## config.mk

```make
export PLATFORM = sky130hd
export DESIGN_NAME = icache_lookup
export DESIGN_NICKNAME = d
export VERILOG_FILES = /design/src/hdl/icache_addr_pkg.sv /design/src/hdl/icache_pipe_pkg.sv /design/src/hdl/icache_lookup.sv /design/src/hdl/icache_stage_reg.sv /design/src/hdl/icache_data_array.sv /design/src/hdl/icache_tag_array.sv /design/src/hdl/icache_init_ctrl.sv
export VERILOG_INCLUDE_DIRS = /design/src /design/src/include
export SDC_FILE = /design/constraint.sdc
export NUM_CORES = 2
export LEC_CHECK = 0
export BUFFER_PORTS_ARGS = -buffer_cell sky130_fd_sc_hd__clkbuf_2
export CORE_ASPECT_RATIO = 1.5
export CORE_MARGIN = 2
export CORE_UTILIZATION = 35
export CTS_BUF_LIST = sky130_fd_sc_hd__clkbuf_4
export CTS_CLUSTER_DIAMETER = 30
export CTS_CLUSTER_SIZE = 12
export DETAILED_ROUTE_END_ITERATION = 10
export GPL_ROUTABILITY_DRIVEN = 0
export GPL_TIMING_DRIVEN = 0
export PLACE_DENSITY = 0.58
export SYNTH_ARGS = -nofsm -noshare
export SYNTH_HDL_FRONTEND = slang
export SYNTH_HIERARCHICAL = 1
export SYNTH_MEMORY_MAX_BITS = 65536
export SYNTH_SLANG_ARGS = --single-unit
```

## constraint.sdc

```tcl
create_clock -name clk_i -period 34.1 [get_ports clk_i]
set_clock_uncertainty 0.2 [all_clocks]
set_input_delay 6.82 -clock clk_i [delete_from_list [all_inputs] [get_ports clk_i]]
set_output_delay 6.82 -clock clk_i [all_outputs]
set_load 0.02 [all_outputs]
```

## src/include/icache_defs.svh

```systemverilog
// ----------------------------------------------------------------------
// Instruction cache lookup configuration
// Sizes of the fetch address, cache lines, ways and request IDs
// ----------------------------------------------------------------------

`ifndef ICACHE_DEFS_SVH
`define ICACHE_DEFS_SVH

// ----------------------------------------------------------------------
// Fetch interface
// ----------------------------------------------------------------------

// Width of a fetch address in bits
`define ICACHE_FETCH_AW 32

// Width of the request ID that travels with each lookup
`define ICACHE_ID_WIDTH 4

// ----------------------------------------------------------------------
// Cache geometry
// ----------------------------------------------------------------------

// Bits per cache line
`define ICACHE_LINE_WIDTH 128

// Lines per way, also the length of the init sweep
`define ICACHE_LINE_COUNT 16

// Set associativity
`define ICACHE_WAY_COUNT 2

`endif
```

## src/hdl/icache_addr_pkg.sv

```systemverilog
// ----------------------------------------------------------------------
// Instruction cache address fields
// Field widths and the address, tag, index, way, line and ID types
// ----------------------------------------------------------------------

`include "icache_defs.svh"

package icache_addr_pkg;

  // --------------------------------------------------------------------
  // Field widths
  // --------------------------------------------------------------------

  // Byte offset within a line
  localparam int unsigned LineAlign = $clog2(`ICACHE_LINE_WIDTH / 8);

  // Line index within a way
  localparam int unsigned CountAlign = $clog2(`ICACHE_LINE_COUNT);

  // Way select
  localparam int unsigned SetAlign = $clog2(`ICACHE_WAY_COUNT);

  // Whatever is left above index and offset
  localparam int unsigned TagWidth = `ICACHE_FETCH_AW - CountAlign - LineAlign;

  // --------------------------------------------------------------------
  // Types
  // --------------------------------------------------------------------

  typedef logic [`ICACHE_FETCH_AW-1:0] addr_t;

  typedef logic [TagWidth-1:0] tag_t;

  typedef logic [CountAlign-1:0] index_t;

  typedef logic [SetAlign-1:0] way_t;

  typedef logic [`ICACHE_LINE_WIDTH-1:0] line_t;

  typedef logic [`ICACHE_ID_WIDTH-1:0] id_t;

endpackage

```

## src/hdl/icache_pipe_pkg.sv

```systemverilog
// ----------------------------------------------------------------------
// Instruction cache pipeline payloads
// Requests carried by the tag stage and the data stage
// ----------------------------------------------------------------------

package icache_pipe_pkg;

  // --------------------------------------------------------------------
  // Tag stage
  // --------------------------------------------------------------------

  // Fetch request waiting for its tag compare
  typedef struct packed {
    icache_addr_pkg::addr_t addr;
    icache_addr_pkg::id_t   id;
  } lookup_req_t;

  // --------------------------------------------------------------------
  // Data stage
  // --------------------------------------------------------------------

  // Request with its lookup result attached
  typedef struct packed {
    icache_addr_pkg::addr_t addr;
    icache_addr_pkg::id_t   id;
    // Lowest way that matched
    icache_addr_pkg::way_t  way;
    logic                   hit;
    // Error flag stored with the hitting line
    logic                   error;
  } data_req_t;

endpackage

```

## src/hdl/icache_lookup.sv

```systemverilog
// ----------------------------------------------------------------------
// Instruction cache lookup pipeline
// Tag stage and data stage with refill port and flush sweep
// ----------------------------------------------------------------------

`timescale 1ns/1ps

module icache_lookup (
  input  logic                    clk_i,
  input  logic                    rst_ni,
  input  logic                    flush_valid_i,
  output logic                    flush_ready_o,
  input  icache_addr_pkg::addr_t  in_addr_i,
  input  icache_addr_pkg::id_t    in_id_i,
  input  logic                    in_valid_i,
  output logic                    in_ready_o,
  output icache_addr_pkg::addr_t  out_addr_o,
  output icache_addr_pkg::id_t    out_id_o,
  output icache_addr_pkg::way_t   out_set_o,
  output logic                    out_hit_o,
  output logic                    out_error_o,
  output icache_addr_pkg::line_t  out_data_o,
  output logic                    out_valid_o,
  input  logic                    out_ready_i,
  input  icache_addr_pkg::index_t write_addr_i,
  input  icache_addr_pkg::way_t   write_set_i,
  input  icache_addr_pkg::tag_t   write_tag_i,
  input  logic                    write_error_i,
  input  icache_addr_pkg::line_t  write_data_i,
  input  logic                    write_valid_i,
  output logic                    write_ready_o
);

  logic                    init_busy;
  icache_addr_pkg::index_t clear_index;
  logic                    write_accept;
  logic                    lookup_accept;

  icache_pipe_pkg::lookup_req_t tag_req_d, tag_req_q;
  logic                         tag_in_ready, tag_valid;
  logic                         tag_hit, tag_error, kill_q;
  icache_addr_pkg::way_t        tag_way;
  icache_addr_pkg::index_t      lookup_index;

  icache_pipe_pkg::data_req_t data_req_d, data_req_q;
  logic                       data_in_ready, data_read;

  icache_init_ctrl u_init_ctrl (
    .clk_i         (clk_i),
    .rst_ni        (rst_ni),
    .flush_valid_i (flush_valid_i),
    .flush_ready_o (flush_ready_o),
    .busy_o        (init_busy),
    .clear_index_o (clear_index)
  );

  // ----------------------------------------------------------------------
  // Tag stage
  // ----------------------------------------------------------------------

  // Refills are only refused while the sweep runs
  assign write_ready_o = !init_busy;
  assign write_accept  = write_valid_i && write_ready_o;

  assign in_ready_o    = tag_in_ready && !init_busy;
  assign lookup_accept = in_valid_i && in_ready_o;

  assign tag_req_d.addr = in_addr_i;
  assign tag_req_d.id   = in_id_i;

  icache_stage_reg #(
    .payload_t (icache_pipe_pkg::lookup_req_t)
  ) u_tag_stage (
    .clk_i       (clk_i),
    .rst_ni      (rst_ni),
    .in_valid_i  (in_valid_i && !init_busy),
    .in_ready_o  (tag_in_ready),
    .in_data_i   (tag_req_d),
    .stall_i     (write_accept),
    .out_valid_o (tag_valid),
    .out_ready_i (data_in_ready),
    .out_data_o  (tag_req_q)
  );

  icache_tag_array u_tag_array (
    .clk_i         (clk_i),
    .rst_ni        (rst_ni),
    .clear_i       (init_busy),
    .clear_index_i (clear_index),
    .wr_valid_i    (write_accept),
    .wr_index_i    (write_addr_i),
    .wr_way_i      (write_set_i),
    .wr_tag_i      (write_tag_i),
    .wr_error_i    (write_error_i),
    .rd_valid_i    (lookup_accept),
    .rd_addr_i     (in_addr_i),
    .hit_o         (tag_hit),
    .way_o         (tag_way),
    .error_o       (tag_error)
  );

  assign lookup_index = tag_req_q.addr[icache_addr_pkg::LineAlign +: icache_addr_pkg::CountAlign];

  // A refill over the line we hit makes the waiting result stale
  always_ff @(posedge clk_i or negedge rst_ni) begin
    if (!rst_ni) begin
      kill_q <= 1'b0;
    end else if (lookup_accept) begin
      kill_q <= 1'b0;
    end else if (write_accept && tag_valid && write_set_i == tag_way &&
                 write_addr_i == lookup_index) begin
      kill_q <= 1'b1;
    end
  end

  // ----------------------------------------------------------------------
  // Data stage
  // ----------------------------------------------------------------------

  assign data_req_d.addr  = tag_req_q.addr;
  assign data_req_d.id    = tag_req_q.id;
  assign data_req_d.way   = tag_way;
  assign data_req_d.hit   = tag_hit && !kill_q;
  assign data_req_d.error = tag_error;

  icache_stage_reg #(
    .payload_t (icache_pipe_pkg::data_req_t)
  ) u_data_stage (
    .clk_i       (clk_i),
    .rst_ni      (rst_ni),
    .in_valid_i  (tag_valid),
    .in_ready_o  (data_in_ready),
    .in_data_i   (data_req_d),
    .stall_i     (write_accept),
    .out_valid_o (out_valid_o),
    .out_ready_i (out_ready_i),
    .out_data_o  (data_req_q)
  );

  // Misses skip the line read
  assign data_read = tag_valid && data_in_ready && data_req_d.hit;

  icache_data_array u_data_array (
    .clk_i      (clk_i),
    .rst_ni     (rst_ni),
    .wr_valid_i (write_accept),
    .wr_index_i (write_addr_i),
    .wr_way_i   (write_set_i),
    .wr_data_i  (write_data_i),
    .rd_valid_i (data_read),
    .rd_index_i (lookup_index),
    .rd_way_i   (tag_way),
    .hold_i     (out_valid_o && !out_ready_i),
    .rd_data_o  (out_data_o)
  );

  assign out_addr_o  = data_req_q.addr;
  assign out_id_o    = data_req_q.id;
  assign out_set_o   = data_req_q.way;
  assign out_hit_o   = data_req_q.hit;
  assign out_error_o = data_req_q.error;

endmodule

```

## src/hdl/icache_stage_reg.sv

```systemverilog
// ----------------------------------------------------------------------
// Instruction cache stage register
// Single-entry valid/ready pipeline register for any payload type
// ----------------------------------------------------------------------

`timescale 1ns/1ps

module icache_stage_reg #(
  parameter type payload_t = logic
) (
  input  logic     clk_i,
  input  logic     rst_ni,
  input  logic     in_valid_i,
  output logic     in_ready_o,
  input  payload_t in_data_i,
  input  logic     stall_i,
  output logic     out_valid_o,
  input  logic     out_ready_i,
  output payload_t out_data_o
);

  logic     valid_q;
  payload_t data_q;
  logic     in_fire;

  // Room when empty or when the current item leaves this cycle
  assign in_ready_o = (!valid_q || out_ready_i) && !stall_i;
  assign in_fire    = in_valid_i && in_ready_o;

  always_ff @(posedge clk_i or negedge rst_ni) begin
    if (!rst_ni) begin
      valid_q <= 1'b0;
    end else if (in_fire) begin
      valid_q <= 1'b1;
    end else if (out_ready_i) begin
      valid_q <= 1'b0;
    end
  end

  always_ff @(posedge clk_i) begin
    if (in_fire) begin
      data_q <= in_data_i;
    end
  end

  assign out_valid_o = valid_q;
  assign out_data_o  = data_q;

  // ----------------------------------------------------------------------
  // Checks
  // ----------------------------------------------------------------------

  // Downstream may rely on an offered item not changing
  a_hold_stable: assert property (
    @(posedge clk_i) disable iff (!rst_ni)
    out_valid_o && !out_ready_i |=> out_valid_o && $stable(out_data_o)
  ) else $error("stage payload changed while stalled");

endmodule

```

## src/hdl/icache_data_array.sv

```systemverilog
// ----------------------------------------------------------------------
// Instruction cache data array
// Line storage with write priority and a hold register on the read side
// ----------------------------------------------------------------------

`timescale 1ns/1ps

`include "icache_defs.svh"

module icache_data_array (
  input  logic                    clk_i,
  input  logic                    rst_ni,
  input  logic                    wr_valid_i,
  input  icache_addr_pkg::index_t wr_index_i,
  input  icache_addr_pkg::way_t   wr_way_i,
  input  icache_addr_pkg::line_t  wr_data_i,
  input  logic                    rd_valid_i,
  input  icache_addr_pkg::index_t rd_index_i,
  input  icache_addr_pkg::way_t   rd_way_i,
  input  logic                    hold_i,
  output icache_addr_pkg::line_t  rd_data_o
);

  icache_addr_pkg::line_t mem [`ICACHE_WAY_COUNT][`ICACHE_LINE_COUNT];

  icache_addr_pkg::index_t rd_index_q;
  icache_addr_pkg::way_t   rd_way_q;
  logic                    rd_pending_q;
  icache_addr_pkg::line_t  mem_rdata;
  icache_addr_pkg::line_t  hold_q;

  always_ff @(posedge clk_i) begin
    if (wr_valid_i) begin
      mem[wr_way_i][wr_index_i] <= wr_data_i;
    end
  end

  // A write in the same cycle takes the port
  always_ff @(posedge clk_i) begin
    if (rd_valid_i && !wr_valid_i) begin
      rd_index_q <= rd_index_i;
      rd_way_q   <= rd_way_i;
    end
  end

  always_ff @(posedge clk_i or negedge rst_ni) begin
    if (!rst_ni) begin
      rd_pending_q <= 1'b0;
    end else begin
      rd_pending_q <= rd_valid_i && !wr_valid_i;
    end
  end

  assign mem_rdata = mem[rd_way_q][rd_index_q];

  // Keep the line if nobody takes it in the cycle after the read
  always_ff @(posedge clk_i) begin
    if (rd_pending_q && hold_i) begin
      hold_q <= mem_rdata;
    end
  end

  assign rd_data_o = rd_pending_q ? mem_rdata : hold_q;

endmodule

```

## src/hdl/icache_tag_array.sv

```systemverilog
// ----------------------------------------------------------------------
// Instruction cache tag array
// Stores valid, error and tag per way and index, compares on lookup
// ----------------------------------------------------------------------

`timescale 1ns/1ps

`include "icache_defs.svh"

module icache_tag_array (
  input  logic                    clk_i,
  input  logic                    rst_ni,
  input  logic                    clear_i,
  input  icache_addr_pkg::index_t clear_index_i,
  input  logic                    wr_valid_i,
  input  icache_addr_pkg::index_t wr_index_i,
  input  icache_addr_pkg::way_t   wr_way_i,
  input  icache_addr_pkg::tag_t   wr_tag_i,
  input  logic                    wr_error_i,
  input  logic                    rd_valid_i,
  input  icache_addr_pkg::addr_t  rd_addr_i,
  output logic                    hit_o,
  output icache_addr_pkg::way_t   way_o,
  output logic                    error_o
);

  localparam int unsigned TagLsb = icache_addr_pkg::LineAlign + icache_addr_pkg::CountAlign;

  // Storage per way and index
  icache_addr_pkg::tag_t tag_mem [`ICACHE_WAY_COUNT][`ICACHE_LINE_COUNT];
  logic valid_mem [`ICACHE_WAY_COUNT][`ICACHE_LINE_COUNT];
  logic error_mem [`ICACHE_WAY_COUNT][`ICACHE_LINE_COUNT];

  icache_addr_pkg::index_t rd_index;
  logic                    rd_en;

  // Read port registers
  icache_addr_pkg::addr_t   rd_addr_q;
  icache_addr_pkg::tag_t    rd_tag_q [`ICACHE_WAY_COUNT];
  logic [`ICACHE_WAY_COUNT-1:0] rd_line_valid_q;
  logic [`ICACHE_WAY_COUNT-1:0] rd_error_q;
  logic [`ICACHE_WAY_COUNT-1:0] way_hit;

  assign rd_index = rd_addr_i[icache_addr_pkg::LineAlign +: icache_addr_pkg::CountAlign];

  // Clearing beats refills, refills beat lookups
  assign rd_en = rd_valid_i && !clear_i && !wr_valid_i;

  always_ff @(posedge clk_i) begin
    if (clear_i) begin
      for (int w = 0; w < `ICACHE_WAY_COUNT; w++) begin
        valid_mem[w][clear_index_i] <= 1'b0;
        error_mem[w][clear_index_i] <= 1'b0;
        tag_mem[w][clear_index_i]   <= '0;
      end
    end else if (wr_valid_i) begin
      valid_mem[wr_way_i][wr_index_i] <= 1'b1;
      error_mem[wr_way_i][wr_index_i] <= wr_error_i;
      tag_mem[wr_way_i][wr_index_i]   <= wr_tag_i;
    end
  end

  // ----------------------------------------------------------------------
  // Registered read
  // ----------------------------------------------------------------------

  always_ff @(posedge clk_i or negedge rst_ni) begin
    if (!rst_ni) begin
      rd_line_valid_q <= '0;
      rd_error_q      <= '0;
    end else if (rd_en) begin
      for (int w = 0; w < `ICACHE_WAY_COUNT; w++) begin
        rd_line_valid_q[w] <= valid_mem[w][rd_index];
        rd_error_q[w]      <= error_mem[w][rd_index];
      end
    end
  end

  always_ff @(posedge clk_i) begin
    if (rd_en) begin
      rd_addr_q <= rd_addr_i;
      for (int w = 0; w < `ICACHE_WAY_COUNT; w++) begin
        rd_tag_q[w] <= tag_mem[w][rd_index];
      end
    end
  end

  // Compare against the tag field of the registered address
  always_comb begin
    for (int w = 0; w < `ICACHE_WAY_COUNT; w++) begin
      way_hit[w] = rd_line_valid_q[w] &&
                   (rd_tag_q[w] == rd_addr_q[TagLsb +: icache_addr_pkg::TagWidth]);
    end
  end

  assign hit_o = |way_hit;

  // Walk down so the lowest hitting way wins
  always_comb begin
    way_o   = '0;
    error_o = 1'b0;
    for (int w = `ICACHE_WAY_COUNT - 1; w >= 0; w--) begin
      if (way_hit[w]) begin
        way_o   = icache_addr_pkg::way_t'(w);
        error_o = rd_error_q[w];
      end
    end
  end

endmodule

```

## src/hdl/icache_init_ctrl.sv

```systemverilog
// ----------------------------------------------------------------------
// Instruction cache init controller
// Sweeps all tag lines after reset and after each accepted flush
// ----------------------------------------------------------------------

`timescale 1ns/1ps

`include "icache_defs.svh"

module icache_init_ctrl (
  input  logic                   clk_i,
  input  logic                   rst_ni,
  input  logic                   flush_valid_i,
  output logic                   flush_ready_o,
  output logic                   busy_o,
  output icache_addr_pkg::index_t clear_index_o
);

  // One extra bit so the counter can rest at the line count
  localparam int unsigned CntWidth = icache_addr_pkg::CountAlign + 1;
  localparam logic [CntWidth-1:0] CntDone = CntWidth'(`ICACHE_LINE_COUNT);

  logic [CntWidth-1:0] count_q;

  assign busy_o        = count_q != CntDone;
  assign flush_ready_o = !busy_o;
  assign clear_index_o = count_q[icache_addr_pkg::CountAlign-1:0];

  // Sweep starts right out of reset
  always_ff @(posedge clk_i or negedge rst_ni) begin
    if (!rst_ni) begin
      count_q <= '0;
    end else if (busy_o) begin
      count_q <= count_q + 1'b1;
    end else if (flush_valid_i) begin
      count_q <= '0;
    end
  end

  // ----------------------------------------------------------------------
  // Checks
  // ----------------------------------------------------------------------

  a_count_range: assert property (
    @(posedge clk_i) disable iff (!rst_ni)
    count_q <= CntDone
  ) else $error("init sweep counter ran past the line count");

endmodule

```

==> flow_metrics.env <==
export IMPL_min_period_ns=15.55
export IMPL_placed_cell_area_mm2=0.2256
export IMPL_dp_cells=19643
export IMPL_synth_top_cell_by_area="edfxtp_1"
export IMPL_ys_ff_latch=5222
export IMPL_hold_viol_final=0
export IMPL_grt_start_max_net_pins=51
export IMPL_setup_viol=0
export IMPL_wl_met3_um=39880
export IMPL_min_path_type="reg2reg"
export IMPL_tritoncts="built"
export IMPL_violations="max-capacitance violations, max-slew violations"
export IMPL_die_w_um=632.6
export IMPL_post_cts_resized=0
export IMPL_synthCells=11152
export IMPL_power_leakage_nw=81.35
export IMPL_ys_types=61
export IMPL_met1_length_um=213100
export IMPL_gr_total_overflow=0
export IMPL_final_cells=21164
export IMPL_ctsHtreeMaxLevel=6
export IMPL_rsz0062_at_grt="false"
export IMPL_fp_row_count=346
export IMPL_port_buffers=370
export IMPL_via_count=110557
export IMPL_dr_pass1_iters=7
export IMPL_cp_data_arrival_time_ns=8.53
export IMPL_fillers=53150
export IMPL_core_mm2=0.5909
export IMPL_clk_latency_ns=1.77
export IMPL_tightest_slew_ns=1.529
export IMPL_dieArea_mm2=0.5990
export IMPL_ff_latch_area_mm2=0.1564
export IMPL_drc=0
export IMPL_cap_viol_max_count=1
export IMPL_dieHeight_um=946.9
export IMPL_timing_rr_start="u_init_ctrl/count_q[0]"
export IMPL_groute_usage_overall_pct=20.04
export IMPL_clk_pin_slew_ns=0.12
export IMPL_rr_worst_depth=10
export IMPL_syn_area_per_cell_um2=18.60
export IMPL_synthesis_nets=11354
export IMPL_avgViaCountPerCell=5.224
export IMPL_critPathMaxFanout=13
export IMPL_maxUsedRoutingLayer="met5"
export IMPL_dr_wl_met2_um=329700
export IMPL_vdd_ir_drop_max_mv=0.03831
export IMPL_antenna_found_initial=58
export IMPL_maxSlewViolCount=7
export IMPL_fin_setup_tns_ns=0
export IMPL_postCtsSetupRepairBufs=0
export IMPL_maxSlewHeadroom_pct=-1.915
export IMPL_holdPathStages=0
export IMPL_initial_core_util_pct=35.11
export IMPL_synthesis_area_mm2=0.2074
export IMPL_clkSinkCount=5222
export IMPL_path_class="in2out"
export IMPL_routed_wl_um=615800
export IMPL_crit_start="write_valid_i"
export IMPL_synth_edf_count=5176
export IMPL_io_pins=371
export IMPL_drive_gt1_share_pct=23.29
export IMPL_end_kind="output pin"
export IMPL_fin_area_mm2=0.2387
export IMPL_first_global_vias=112600
export IMPL_multi_input_area_mm2=0.04726
export IMPL_finalPower_mw=12.31
export IMPL_startpoint_type="input port"
export IMPL_yosysTopAreaCellShare_pct=74.92
export IMPL_max_freq_ghz=0.06432
export IMPL_cts_buffers_inserted=789
export IMPL_hold_start="u_tag_stage/out_data_o[24]"
export IMPL_async_flop_share_pct=0.2489
export IMPL_fin_crit_sh_pct=45.59
export IMPL_yosysWarningCount=6
export IMPL_hold_buffers=0
export IMPL_yosys_most_used_dff="edfxtp_1"
export IMPL_p_per_area_mw_per_mm2=51.57
export IMPL_ctsRootBufferMaster="clkbuf_4"
export IMPL_nets=12806
export IMPL_synth_area_leaders="edfxtp_1 75%, mux2i_1 9.6%, a22oi_1 3.6%, mux4_2 3.0%, and2_1 2.4%"
export IMPL_dp_hpwl_um=435300
export IMPL_routedWlPerCell_um=29.10
export IMPL_drt_initial_drc_count=9493
export IMPL_ant_nets=0
export IMPL_grt_first_pass_wirelength_um=849600
export IMPL_clockBufferDepth=4
export IMPL_synth_seq_area_share_pct=75.40
export IMPL_required_ns=27.08
export IMPL_syn_to_final_growth_pct=15.07
export IMPL_status="complete, but fails checks"
worst max-delay path, cell delays in order:
cell	delay, ns
clkbuf_2	0.07
nor2b_2	0.76
nor2_1	0.21
nor2b_4	0.21
nor2_1	0.07
and2b_2	0.24
clkbuf_2	0.15
layout by cell type, fill, tap and decap left out, types with 142 or more instances in the layout:
cell type  instances
clkbuf_4         882
buf_6            142
and2_1           802
buf_12           194
mux2i_1         1993
clkbuf_2         380
a21oi_1          495
a22oi_1          985
mux4_2           280
buf_2            152
edfxtp_1        5176
clkbuf_1         276
worst paths after layout:
| kind | to | slack (ns) |
|---|---|---|
| setup / recovery | in_ready_o | 18.55 |
| hold reg to reg | u_data_stage/out_data_o[27] | 0.21 |
| max in group asynchronous | u_data_array/rd_pending_q | 28.60 |
| setup reg to reg | u_tag_array/tag_mem[1][56] | 28.88 |
| min in group asynchronous | u_init_ctrl/count_q[2] | 4.76 |
| hold / removal | u_data_stage/out_data_o[27] | 0.21 |
Yosys cell counts, drive strengths merged (19+ instances only):
library cell,count
edfxtp,5176
mux2i,1993
a22oi,985
and2,803
a21oi,495
buf,428
clkbuf,305
mux4,286
mux2,135
nor4,131
nor2,84
xnor2,41
o21ai,35
dfxtp,33
a21o,32
nand2,31
o22ai,19
layout make-up:
| cell class | count | area share [%] |
|---|---|---|
| Sequential cell | 5222 | 65.53 |
| Multi-Input combinational cell | 5189 | 19.80 |
| Tap cell | 7830 | 4.104 |
| Timing Repair Buffer | 661 | 3.254 |
| Clock buffer | 863 | 2.714 |
| Clock inverter | 611 | 2.701 |
| Buffer | 733 | 1.835 |
| Antenna cell | 47 | 0.04927 |
| Inverter | 8 | 0.01363 |
registers in the layout, indices dropped and copies added (netlist names), 4 cells and up, named ones only:
| register | count |
|---|---|
| u_data_array/hold_q | 128 |
| u_data_array/mem | 4096 |
| u_data_array/rd_index_q | 4 |
| u_data_stage/out_data_o | 39 |
| u_init_ctrl/count_q | 5 |
| u_tag_array/error_mem | 32 |
| u_tag_array/rd_addr_q | 24 |
| u_tag_array/rd_tag_q | 48 |
| u_tag_array/tag_mem | 768 |
| u_tag_array/valid_mem | 32 |
| u_tag_stage/out_data_o | 36 |
kinds of logic (layout without fill, tap and decap cells):
kind of cell / Yosys count / in the layout / synth area share [%]
adders and majority gates: 2 / 2 / 0.01206
xor gates and xnor gates: 55 / 55 / 0.2322
DFF: 5222 / 5222 / 75.40
buffers and inverters: 741 / 2876 / 2.117
AOI/OAI and AO/OA: 1575 / 1575 / 5.058
muxes: 2414 / 2414 / 13.47
and+or+nand+nor: 1143 / 1143 / 3.714
other: 0 / 47 / 0
per-layer routing:
metal	vias to the layer above	global-route usage [%]
li1	48105	-
met1	57352	21.71
met2	3934	37.28
met3	1126	3.578
met4	40	9.880
met5	-	0
metrics by stage:
step | hold slack (ns) | setup WS (ns) | util (%)
detailed placement | 0.2045 | 18.61 | 38.19
floorplan | 0.2003 | 17.00 | -
global placement | 0.2017 | 2.983 | 37.08
finish | 0.2081 | 18.55 | 40.39
global route | 0.2070 | 18.42 | 40.38
CTS | 0.2100 | 18.60 | 40.37
power by group:
part	internal (mW)	switching, mW	leakage (nW)
Combinational	0.158	0.311	27.3
Sequential	7.18	0.0284	47.2
Clock	2.09	2.54	6.88
(Power assumes the default switching activity.)
